<file path="config.mk">
export PLATFORM = sky130hd
export DESIGN_NAME = integraB
export DESIGN_NICKNAME = d
export VERILOG_FILES = /design/src/logic/ibPkg.sv /design/src/logic/ibInterfaces.sv /design/src/logic/pagingRegs.sv /design/src/logic/memoryMapDecoder.sv /design/src/logic/romBankDecoder.sv /design/src/logic/integraB.sv
export VERILOG_INCLUDE_DIRS = /design/src /design/src/logic
export SDC_FILE = /design/constraint.sdc
export NUM_CORES = 1
export LEC_CHECK = 0
export BUFFER_PORTS_ARGS = -buffer_cell sky130_fd_sc_hd__buf_2
export CORE_AREA = 10 10 57 59
export DETAILED_ROUTE_END_ITERATION = 8
export DIE_AREA = 0 0 67 69
export GPL_ROUTABILITY_DRIVEN = 0
export GPL_TIMING_DRIVEN = 0
export PLACE_DENSITY = 0.72
export SLEW_MARGIN = 5
export SYNTH_ARGS = -nofsm -noshare
export SYNTH_HDL_FRONTEND = slang
export SYNTH_SLANG_ARGS = --single-unit
</file>
<file path="constraint.sdc">
create_clock -name phi2 -period 1.49 [get_ports phi2]
set_input_delay 0.0745 -clock phi2 [delete_from_list [all_inputs] [get_ports phi2]]
set_output_delay 0.0745 -clock phi2 [all_outputs]
set_load 0.005 [all_outputs]
</file>
<file path="src/logic/integraB_defines.svh">
`ifndef INTEGRAB_DEFINES_SVH
`define INTEGRAB_DEFINES_SVH

// the board registers live in the &FE3x page and ignore A1 and A0
`define IB_REG_MASK       16'hFFFC
`define IB_REG_PAGE       16'hFE30
`define IB_REG_SHADOW     16'hFE34
`define IB_REG_RTC_ADDR   16'hFE38
`define IB_REG_RTC_DATA   16'hFE3C

// whole &FE30..&FE3F block, used to open the data buffer
`define IB_FE3X_MASK      16'hFFF0
`define IB_FE3X_BASE      16'hFE30

// flag positions in the byte written to &FE30..&FE33
`define IB_BIT_PRVEN      6
`define IB_BIT_MEMSEL     7

// flag positions in the byte written to &FE34..&FE37
`define IB_BIT_PRVS8      4
`define IB_BIT_PRVS4      5
`define IB_BIT_PRVS1      6
`define IB_BIT_SHEN       7

// decode windows, both ends inclusive
`define IB_SCREEN_LO      16'h3000
`define IB_SCREEN_HI      16'h7FFF
`define IB_PRV1_LO        16'h8000
`define IB_PRV1_HI        16'h83FF
`define IB_PRV4_LO        16'h8000
`define IB_PRV4_HI        16'h8FFF
`define IB_PRV8_LO        16'h9000
`define IB_PRV8_HI        16'hAFFF
`define IB_SWR_LO         16'h8000
`define IB_SWR_HI         16'hBFFF

`define IB_IN_RANGE(a, lo, hi) (((a) >= (lo)) && ((a) <= (hi)))

// banks 0..3 can come from the motherboard sockets instead of onboard RAM
`define IB_BEEB_BANKS     4
// lowest bank of the 10/11, 12/13, 14/15 RAM pairs that take writes
`define IB_FIRST_RAM_BANK 10

`endif

</file>
<file path="src/logic/ibPkg.sv">
`include "integraB_defines.svh"

package ibPkg;

	// CPU address bus as seen by the board
	typedef logic [15:0] addrT;

	// CPU data bus, only sampled on writes to &FE30..&FE37
	typedef logic [7:0] dataT;

	// sideways bank number latched from data bits 3:0
	typedef logic [3:0] romBankT;

	// one flag per sideways bank
	// bit n belongs to bank n, e.g. the write protect jumpers
	typedef logic [15:0] bankMaskT;

	// jumpers for banks 0..3, a set bit keeps the motherboard ROM in that slot
	typedef logic [`IB_BEEB_BANKS-1:0] beebSelT;

endpackage

</file>
<file path="src/logic/ibInterfaces.sv">
`timescale 1ns/100ps

// configuration held in the paging registers
// the register block owns it and the two decoders only look at it
interface memCfgIf;
	import ibPkg::*;

	// bank paged into &8000..&BFFF
	romBankT romBank;
	// private RAM enable and memory select from &FE30
	logic prvEn;
	logic memSel;
	// private window sizes and shadow enable from &FE34
	logic prvS8;
	logic prvS4;
	logic prvS1;
	logic shEn;

	modport regs (
		output romBank,
		output prvEn,
		output memSel,
		output prvS8,
		output prvS4,
		output prvS1,
		output shEn
	);

	// the address map only needs the private and shadow flags
	modport map (
		input prvEn,
		input memSel,
		input prvS8,
		input prvS4,
		input prvS1,
		input shEn
	);

	modport bank (
		input romBank
	);
endinterface

// region hits of the current bus cycle, passed from the address map to the bank decode
interface memMapIf;
	// shadow screen or private RAM is being accessed
	logic shadowSel;
	// private RAM window hit alone
	logic prvAct;
	// address in &8000..&BFFF
	logic swrAddr;
	// address in &FE30..&FE3F
	logic fe3x;

	modport dec (
		output shadowSel,
		output prvAct,
		output swrAddr,
		output fe3x
	);

	// consumer side, read by the bank decode
	modport user (
		input shadowSel,
		input prvAct,
		input swrAddr,
		input fe3x
	);
endinterface

</file>
<file path="src/logic/pagingRegs.sv">
`timescale 1ns/100ps
`include "integraB_defines.svh"

module pagingRegs (
	input logic phi2,
	input logic bbc_nRST,
	input logic rnw,
	input ibPkg::addrT address,
	input ibPkg::dataT data,
	memCfgIf.regs cfg
);
	import ibPkg::*;

	// write strobes for the two register groups
	logic pageWr;
	logic shadowWr;

	// A1 and A0 are not decoded so each register shows up four times
	assign pageWr = !rnw && ((address & `IB_REG_MASK) == `IB_REG_PAGE);
	assign shadowWr = !rnw && ((address & `IB_REG_MASK) == `IB_REG_SHADOW);

	// the host drives the data for a write through the whole cycle
	// so it is taken at the rising phi2 edge that closes it
	always_ff @(posedge phi2) begin
		if (!bbc_nRST) begin
			cfg.romBank <= '0;
			cfg.prvEn <= 1'b0;
			cfg.memSel <= 1'b0;
			cfg.prvS8 <= 1'b0;
			cfg.prvS4 <= 1'b0;
			cfg.prvS1 <= 1'b0;
			cfg.shEn <= 1'b0;
		end else begin
			// &FE30 holds the bank number, the private enable and memory select
			// bits 5 and 4 of this byte are not used by the board
			if (pageWr) begin
				cfg.romBank <= data[$bits(romBankT)-1:0];
				cfg.prvEn <= data[`IB_BIT_PRVEN];
				cfg.memSel <= data[`IB_BIT_MEMSEL];
			end
			// &FE34 holds the private window sizes and the shadow enable
			// its low nibble belongs to the host and is ignored here
			if (shadowWr) begin
				cfg.prvS8 <= data[`IB_BIT_PRVS8];
				cfg.prvS4 <= data[`IB_BIT_PRVS4];
				cfg.prvS1 <= data[`IB_BIT_PRVS1];
				cfg.shEn <= data[`IB_BIT_SHEN];
			end
		end
	end

	// after a reset edge the decoders must see an unpaged board
	// with bank 0, no shadow screen and no private RAM
	property cfgClearedAfterReset;
		@(posedge phi2) !bbc_nRST |=> (cfg.romBank == '0) && !cfg.prvEn && !cfg.memSel
			&& !cfg.prvS8 && !cfg.prvS4 && !cfg.prvS1 && !cfg.shEn;
	endproperty

	aCfgClearedAfterReset: assert property (cfgClearedAfterReset)
		else $error("paging configuration not cleared after reset");

endmodule

</file>
<file path="src/logic/memoryMapDecoder.sv">
`timescale 1ns/100ps
`include "integraB_defines.svh"

module memoryMapDecoder (
	input ibPkg::addrT address,
	input logic rnw,
	input logic phi1,
	memCfgIf.map cfg,
	memMapIf.dec map,
	output logic toBbcPhi1,
	output logic toBbcRnW,
	output logic rtcAs,
	output logic rtcDs
);
	import ibPkg::*;

	// raw address window hits
	logic inScreen;
	logic inPrv1;
	logic inPrv4;
	logic inPrv8;
	// qualified hits
	logic shHit;
	logic prvHit;
	// address with A1 and A0 dropped, for the register strobes
	addrT regAddr;

	assign inScreen = `IB_IN_RANGE(address, `IB_SCREEN_LO, `IB_SCREEN_HI);
	assign inPrv1 = `IB_IN_RANGE(address, `IB_PRV1_LO, `IB_PRV1_HI);
	assign inPrv4 = `IB_IN_RANGE(address, `IB_PRV4_LO, `IB_PRV4_HI);
	assign inPrv8 = `IB_IN_RANGE(address, `IB_PRV8_LO, `IB_PRV8_HI);

	// shadow screen replaces &3000..&7FFF unless memory select points the CPU
	// back at the main screen memory
	assign shHit = inScreen && cfg.shEn && !cfg.memSel;

	// the private windows share one 32k part with the shadow screen
	// S1 and S4 both start at &8000, S8 sits above them at &9000..&AFFF
	assign prvHit = cfg.prvEn && ((inPrv1 && cfg.prvS1) || (inPrv4 && cfg.prvS4)
		|| (inPrv8 && cfg.prvS8));

	assign map.shadowSel = shHit || prvHit;
	assign map.prvAct = prvHit;
	assign map.swrAddr = `IB_IN_RANGE(address, `IB_SWR_LO, `IB_SWR_HI);
	assign map.fe3x = (address & `IB_FE3X_MASK) == `IB_FE3X_BASE;

	// while the shadow screen is accessed the host sees a read in phi1
	// so the motherboard RAM keeps its contents and the video is left alone
	assign toBbcPhi1 = phi1 || shHit;
	assign toBbcRnW = rnw || shHit;

	// external RTC, the address strobe is write only
	// while the data strobe covers both directions
	assign regAddr = address & `IB_REG_MASK;
	assign rtcAs = !rnw && (regAddr == `IB_REG_RTC_ADDR);
	assign rtcDs = regAddr == `IB_REG_RTC_DATA;

endmodule

</file>
<file path="src/logic/romBankDecoder.sv">
`timescale 1ns/100ps
`include "integraB_defines.svh"

module romBankDecoder (
	input logic rnw,
	input ibPkg::bankMaskT writeProt,
	input ibPkg::beebSelT beebRomSel,
	memCfgIf.bank cfg,
	memMapIf.user map,
	output logic nRomBankSel0to3,
	output logic [3:0] nRomBankSel,
	output logic nWds,
	output logic nRds,
	output logic nDBufCe,
	output logic nDBufDir
);
	import ibPkg::*;

	// sideways access that is not claimed by private RAM
	logic romDec;
	// one-hot select of the paged bank, all zero outside sideways space
	bankMaskT bankSel;
	// paged bank is served by a motherboard ROM socket
	logic beebHit;
	// write to an unprotected onboard RAM bank
	logic ramWrHit;

	assign romDec = map.swrAddr && !map.prvAct;

	always_comb begin
		bankSel = '0;
		if (romDec) begin
			bankSel[cfg.romBank] = 1'b1;
		end
	end

	// a set jumper leaves banks 0..3 on the motherboard
	// a clear one moves the bank onto the board RAM
	assign beebHit = |(bankSel[`IB_BEEB_BANKS-1:0] & beebRomSel);
	assign nRomBankSel0to3 = !beebHit;

	// select 0 is the shared shadow and private RAM part
	assign nRomBankSel[0] = !map.shadowSel;

	// the remaining selects each cover an even/odd pair of banks
	// A14 of the RAM then picks the bank within the pair
	genvar pair;
	generate
		for (pair = 0; pair < 3; pair++) begin : gPairSel
			assign nRomBankSel[pair + 1] = !(|bankSel[`IB_FIRST_RAM_BANK + 2 * pair +: 2]);
		end
	endgenerate

	// only banks 10..15 take writes and each one has its own protect jumper
	assign ramWrHit = |(bankSel[15:`IB_FIRST_RAM_BANK] & ~writeProt[15:`IB_FIRST_RAM_BANK]);

	// the shadow RAM part is never protected
	assign nWds = !(!rnw && (ramWrHit || map.shadowSel));
	assign nRds = !rnw;

	// the board buffer opens for its own sideways banks, shadow, private RAM
	// and the register page, but stays shut when a motherboard ROM drives the bus
	assign nDBufCe = !((map.swrAddr && !beebHit) || map.shadowSel || map.fe3x);
	assign nDBufDir = rnw;

	// the pair selects come from one bank number and must never overlap
	// each settled value is checked when the selects move on
	aPairSelOneCold: assert property (@(nRomBankSel) $onehot0(~nRomBankSel[3:1]))
		else $error("more than one RAM pair selected");

endmodule

</file>
<file path="src/logic/integraB.sv">
`timescale 1ns/100ps

module integraB (
	input logic phi2,
	input logic bbc_nRST,
	input logic phi1,
	input logic rnw,
	input ibPkg::addrT address,
	input ibPkg::dataT data,
	input ibPkg::bankMaskT writeProt,
	input ibPkg::beebSelT beebRomSel,
	output logic toBbcPhi1,
	output logic toBbcRnW,
	output logic rtcAs,
	output logic rtcDs,
	output logic nRomBankSel0to3,
	output logic [3:0] nRomBankSel,
	output logic nWds,
	output logic nRds,
	output logic nDBufCe,
	output logic nDBufDir
);

	// register contents shared by both decoders
	memCfgIf cfgBus ();
	// region hits from the address map
	memMapIf mapBus ();

	// the only state on the board, written through &FE30..&FE37
	pagingRegs uPagingRegs (
		.phi2(phi2),
		.bbc_nRST(bbc_nRST),
		.rnw(rnw),
		.address(address),
		.data(data),
		.cfg(cfgBus)
	);

	// shadow, private and register page decode plus the RTC strobes
	memoryMapDecoder uMemoryMapDecoder (
		.address(address),
		.rnw(rnw),
		.phi1(phi1),
		.cfg(cfgBus),
		.map(mapBus),
		.toBbcPhi1(toBbcPhi1),
		.toBbcRnW(toBbcRnW),
		.rtcAs(rtcAs),
		.rtcDs(rtcDs)
	);

	// bank selects, strobes and buffer control for the current cycle
	romBankDecoder uRomBankDecoder (
		.rnw(rnw),
		.writeProt(writeProt),
		.beebRomSel(beebRomSel),
		.cfg(cfgBus),
		.map(mapBus),
		.nRomBankSel0to3(nRomBankSel0to3),
		.nRomBankSel(nRomBankSel),
		.nWds(nWds),
		.nRds(nRds),
		.nDBufCe(nDBufCe),
		.nDBufDir(nDBufDir)
	);

endmodule

</file>
Word level (Yosys, flattened, before mapping). Index checks and enable logic that the tools add are counted.

Multiplexer cells: 3. $lt $le $gt $ge: 10. Bitwise gates (word level): 3. Reduce and logical (&&, ||, !) cells: 41. Equality and inequality tests: 5.

Operators with widths (number): $le 16x16->1 const B (4); $eq 14x14->1 const B (4); $ge 16x16->1 const B (2); $logic_and 1x1->1 (18); $ge 16x14->1 const B (1); $le 16x15->1 const B (1); $mux 16 (1); $eq 12x12->1 const B (1); $logic_not 1->1 (10); $logic_or 1x1->1 (8); $and 6x6->6 (1); $not 6->6 (1); $reduce_or 2->1 (3); $reduce_or 6->1 (1); $lt 4x5->1 const B (1); $and 4x4->4 (1); $demux 1 s4 (1); $ge 4x1->1 const B (1); $reduce_or 4->1 (1); $mux 1 (1).

Bits of input ports: 48. Logic and storage cells: 69. Register bits: 10. Output and inout bits: 13.

Depth between registers and ports, before layout.
Word-level depth: 16. Depth in mapped cells: 4. Gate-level depth less buffers: 4.

By module. A second synthesis with hierarchy kept.

Cell total of the unflattened synthesis: 93. Area total of the unflattened synthesis: 788.3 µm².

Modules (own cells, without submodules): pagingRegs (times used 1, seq. area each 200.2 µm², cells an instance 47, area each 456.7 µm²); romBankDecoder (times used 1, seq. area each 0.0 µm², cells an instance 23, area each 172.7 µm²); memoryMapDecoder (times used 1, seq. area each 0.0 µm², cells an instance 23, area each 158.9 µm²).

Least setup slack after synthesis. No wires, ideal clock.

Kind: reg-to-output. Start: register uPagingRegs.cfg.prvS4. End: output port nWds. Arrival time: 1.484 ns. Slack: -0.068 ns. Required time: 1.416 ns. Cell stages (with the launch flop): 5. Buffers on the path: 0. Cells stage by stage: dfxtp_1 or3_1 o221a_4 or4_1 o211ai_2.

Longest elaborated chain between the ends: 12. Elaborated cells between the ends (all ways): 13. Classes of those cells: 1 x mux; 1 x bitwise; 11 x reduce/logical.

Ends and longest elaborated chain: from (decl) (line ibInterfaces.sv:24) `output prvS4,`; from (signal assigned) (line pagingRegs.sv:45) `` cfg.prvS4 <= data[`IB_BIT_PRVS4]; ``; $logic_and 1x1->1 (*) (line memoryMapDecoder.sv:39) `assign prvHit = cfg.prvEn && ((inPrv1 && cfg.prvS1) || (inPrv4 && cfg.prvS4)`; $logic_or 1x1->1 (*) (line memoryMapDecoder.sv:39); $logic_or 1x1->1 (*) (line memoryMapDecoder.sv:40) `|| (inPrv8 && cfg.prvS8));`; $logic_and 1x1->1 (*) (line memoryMapDecoder.sv:39); $logic_not 1->1 (line romBankDecoder.sv:28) `assign romDec = map.swrAddr && !map.prvAct;`; $logic_and 1x1->1 (line romBankDecoder.sv:28); $mux 16 (line romBankDecoder.sv:32) `if (romDec) begin`; $and 6x6->6 (line romBankDecoder.sv:55) `` assign ramWrHit = |(bankSel[15:`IB_FIRST_RAM_BANK] & ~writeProt[15:`IB_FIRST_RAM_BANK]); ``; $reduce_or 6->1 (line romBankDecoder.sv:55); $logic_or 1x1->1 (*) (line romBankDecoder.sv:58) `assign nWds = !(!rnw && (ramWrHit || map.shadowSel));`; $logic_and 1x1->1 (*) (line romBankDecoder.sv:58); $logic_not 1->1 (*) (line romBankDecoder.sv:58); to (decl) (line integraB.sv:18) `output logic nWds,`.

Every way passes the cells marked *; elsewhere a longest branch is shown, timed or not.

Worst setup path after layout. Ends and elaborated chain as after synthesis.

==> results.py <==
metrics = {
    "routing": {
        "drtAntennaViolNets": 0,
        "highest_layer": "met4",
        "vias": 747,
        "drcViolationCount": 0,
        "drt_iter0_drc": 23,
        "wl_met1_microns": 857,
        "wl_per_cell_microns": 14.8,
        "drt-total-wl_mm": 2.26,
        "first_pass_iters": 2,
        "met2_length_mm": 1.05,
        "met3_length_microns": 277,
        "viasPerCell": 4.88,
    },
    "power_and_ir_drop": {
        "pwr_density_cell_mw_per_mm2": 530,
        "p_leak_nw": 0.513,
        "ir_worst_vdd_uv": 297,
    },
    "setup_path": {
        "r2r-end": "uPagingRegs.cfg.romBank[1]",
        "worstSetupEndpoint": "nWds",
        "crit_fanout": 4,
        "r2r_cells": 2,
        "setup.worst_path.start_class": "register",
        "crit_type": "register to output port",
        "r2r_start": "uPagingRegs.cfg.romBank[1]",
        "cp.arrival_ps": 1820,
        "cp.required_ps": 1420,
        "cp-end-kind": "output port",
        "reg2reg_slack_ps": 750,
        "worstSetupStartpoint": "uPagingRegs.cfg.prvS4",
    },
    "yosys": {
        "synth_largest_area_cell": "dfxtp_1",
        "syn_area_sq_um": 686,
        "ys_seq_area_frac": 0.292,
        "yosys-top-cells-area": "dfxtp_1, mux2i_1, nor2b_1",
        "synth_cells": 72,
        "ys_ff_latch": 10,
        "ys_types": 29,
        "synth.avg_cell_area_sq_um": 9.52,
        "ys_warn_count": 0,
        "syn-num-nets": 120,
        "synth_top_area_share": 0.292,
    },
    "final_layout": {
        "drive_gt1_frac": 0.544,
        "num_antenna_cells": 0,
        "final_cell_mix": "buf_2, nor2b_1, mux2i_1, dfxtp_1",
        "area_growth_pct": 51.5,
        "layout_commonest_cell": "buf_2",
        "multiInputGateArea_sq_um": 507,
        "fin_nets": 175,
        "fin_cells": 153,
        "nFillCells": 207,
        "seqCellArea_sq_um": 201,
    },
    "floorplan": {
        "rows": 17,
        "dieArea_sq_mm": 0.00462,
        "start_util": 0.319,
        "dieHeight_microns": 69,
        "core_region_area_sq_mm": 0.00215,
        "fp.dieW_microns": 67,
        "io_pins": 61,
    },
    "timing": {
        "period_needed_ps": 1890,
        "hold-worst-slack_ps": 67.9,
        "fin_skew_ps": 0,
        "rsz0062_at_grt": "yes",
        "worstMarginPinSlew_ps": 445,
        "slew_violations": 0,
        "finalCritPeriodShare": 1.27,
        "maxSlewHeadroom": 0.702,
        "setup_viol_count_final": 6,
        "worst_slack_ps": -402,
        "timing_hold_violations_final": 0,
        "achievable-frequency_ghz": 0.528,
    },
    "outcome": {
        "status": "complete, but fails checks",
        "violations": "setup timing",
    },
    "global_routing": {
        "grt_pass1_vias": 739,
        "grtUsageTotal": 0.0942,
        "antenna_found_initial": 0,
        "grt_pass1_wl_mm": 3.48,
        "grt_start_max_net_pins": 11,
        "overflow": 0,
    },
    "min_path": {
        "hp-class": "input port to register",
        "min_from": "data[2]",
    },
    "clock_tree": {
        "clk_pin_slew_worst_paths_ps": 60,
        "cts_buffer_depth": 2,
        "root_buffer": "clkbuf_4",
        "cts_tree": "built",
        "clk_latency_ps": 260,
        "numCtsBuffers": 3,
        "h-tree-depth": 1,
        "cts_sinks": 10,
        "holdBufCountCts": 0,
    },
    "job": {
        "maxCapViolations": 0,
    },
    "placement": {
        "hpwl_mm": 1.96,
        "io_buffer_count": 48,
        "numPlacedInstances": 148,
    },
}
-- metal layers --
| layer | up-vias | track usage |
|---|---|---|
| li1 | 380 | - |
| met1 | 325 | 0.0866 |
| met2 | 35 | 0.155 |
| met3 | 7 | 0.0386 |
| met4 | 0 | 0.0769 |
| met5 | - | 0 |
-- worst min path at each step --
stage,end,depth (start not counted),slack (ps)
floorplan,rtcAs,1,180
global route,uPagingRegs.cfg.prvS4,3,60
CTS,uPagingRegs.cfg.romBank[0],3,60
global placement,uPagingRegs.cfg.prvS4,3,330
finish,uPagingRegs.cfg.romBank[2],3,70
detailed placement,uPagingRegs.cfg.prvS4,3,340
-- flip-flops by register name (all words and copies together), names as in the netlist --
name	cells
uPagingRegs.cfg.prvEn	1
uPagingRegs.cfg.prvS4	1
uPagingRegs.cfg.prvS1	1
uPagingRegs.cfg.romBank	4
uPagingRegs.cfg.shEn	1
uPagingRegs.cfg.memSel	1
uPagingRegs.cfg.prvS8	1
-- synth_stat cells --
cell type,count
nor2b_1,12
dfxtp_1,10
mux2i_1,10
nand2_1,4
nor2_1,4
nand4_1,3
a21oi_1,2
and3_1,2
mux4_2,2
nor3_1,2
nor3b_1,2
or2_2,2
a2111oi_0,1
a211oi_1,1
a21boi_1,1
and4_2,1
and4b_1,1
buf_4,1
inv_1,1
nand3_1,1
nand3b_1,1
nor2b_2,1
nor4b_2,1
nor4bb_1,1
o211ai_2,1
o221a_4,1
or3_1,1
or3b_1,1
or4_1,1
-- power by group --
part / leakage, nW / switching [W] / internal (W)
registers: 0.0810 / 0.00000000772 / 0.000267
logic: 0.418 / 0.0000424 / 0.0000648
clock network: 0.0138 / 0.0000834 / 0.0000928
total: 0.513 / 0.000126 / 0.000425
-- area by class of cell --
class	instances	area share
tap	28	0.0337
buffer	1	0.00723
timing repair buffer	50	0.252
clock buffer	3	0.0217
multi-input combinational	60	0.488
inverter	1	0.00361
sequential	10	0.194
-- timing repair --
item / in CTS / in global routing
setup endpoints to repair: 6 / 7
pin swaps: 1 / 0
resized for setup: 3 / 5
buffers inserted: 0 / 2
-- critical path, stage by stage (launching register included) --
cell	delay [ps]
dfxtp_2	310
or3_4	320
o221a_4	250
or4_4	480
o211ai_2	70
buf_2	130
-- cell families (layout without fill, tap and decap cells) --
logic type	Yosys count	in the layout	synth area share
compound gates	7	7	0.0967
buf+inv	2	55	0.0164
flops	10	10	0.292
mux	12	12	0.212
simple gates	41	41	0.383
-- stage by stage --
stage | cell area (sq um) | setup WS (ps) | total power, W | utilization | setup TNS (ps)
finish | 1040 | -402 | 0.000551 | 0.483 | -1460
global placement | 961 | -112 | 0.000366 | 0.447 | -194
floorplan | 686 | 36.9 | 0.000304 | - | 0
detailed placement | 961 | -133 | 0.000370 | 0.447 | -335
CTS | 1000 | -413 | 0.000553 | 0.466 | -1440
global route | 1040 | -469 | 0.000584 | 0.483 | -2000
Note: power is estimated with default switching activity, not from simulation.
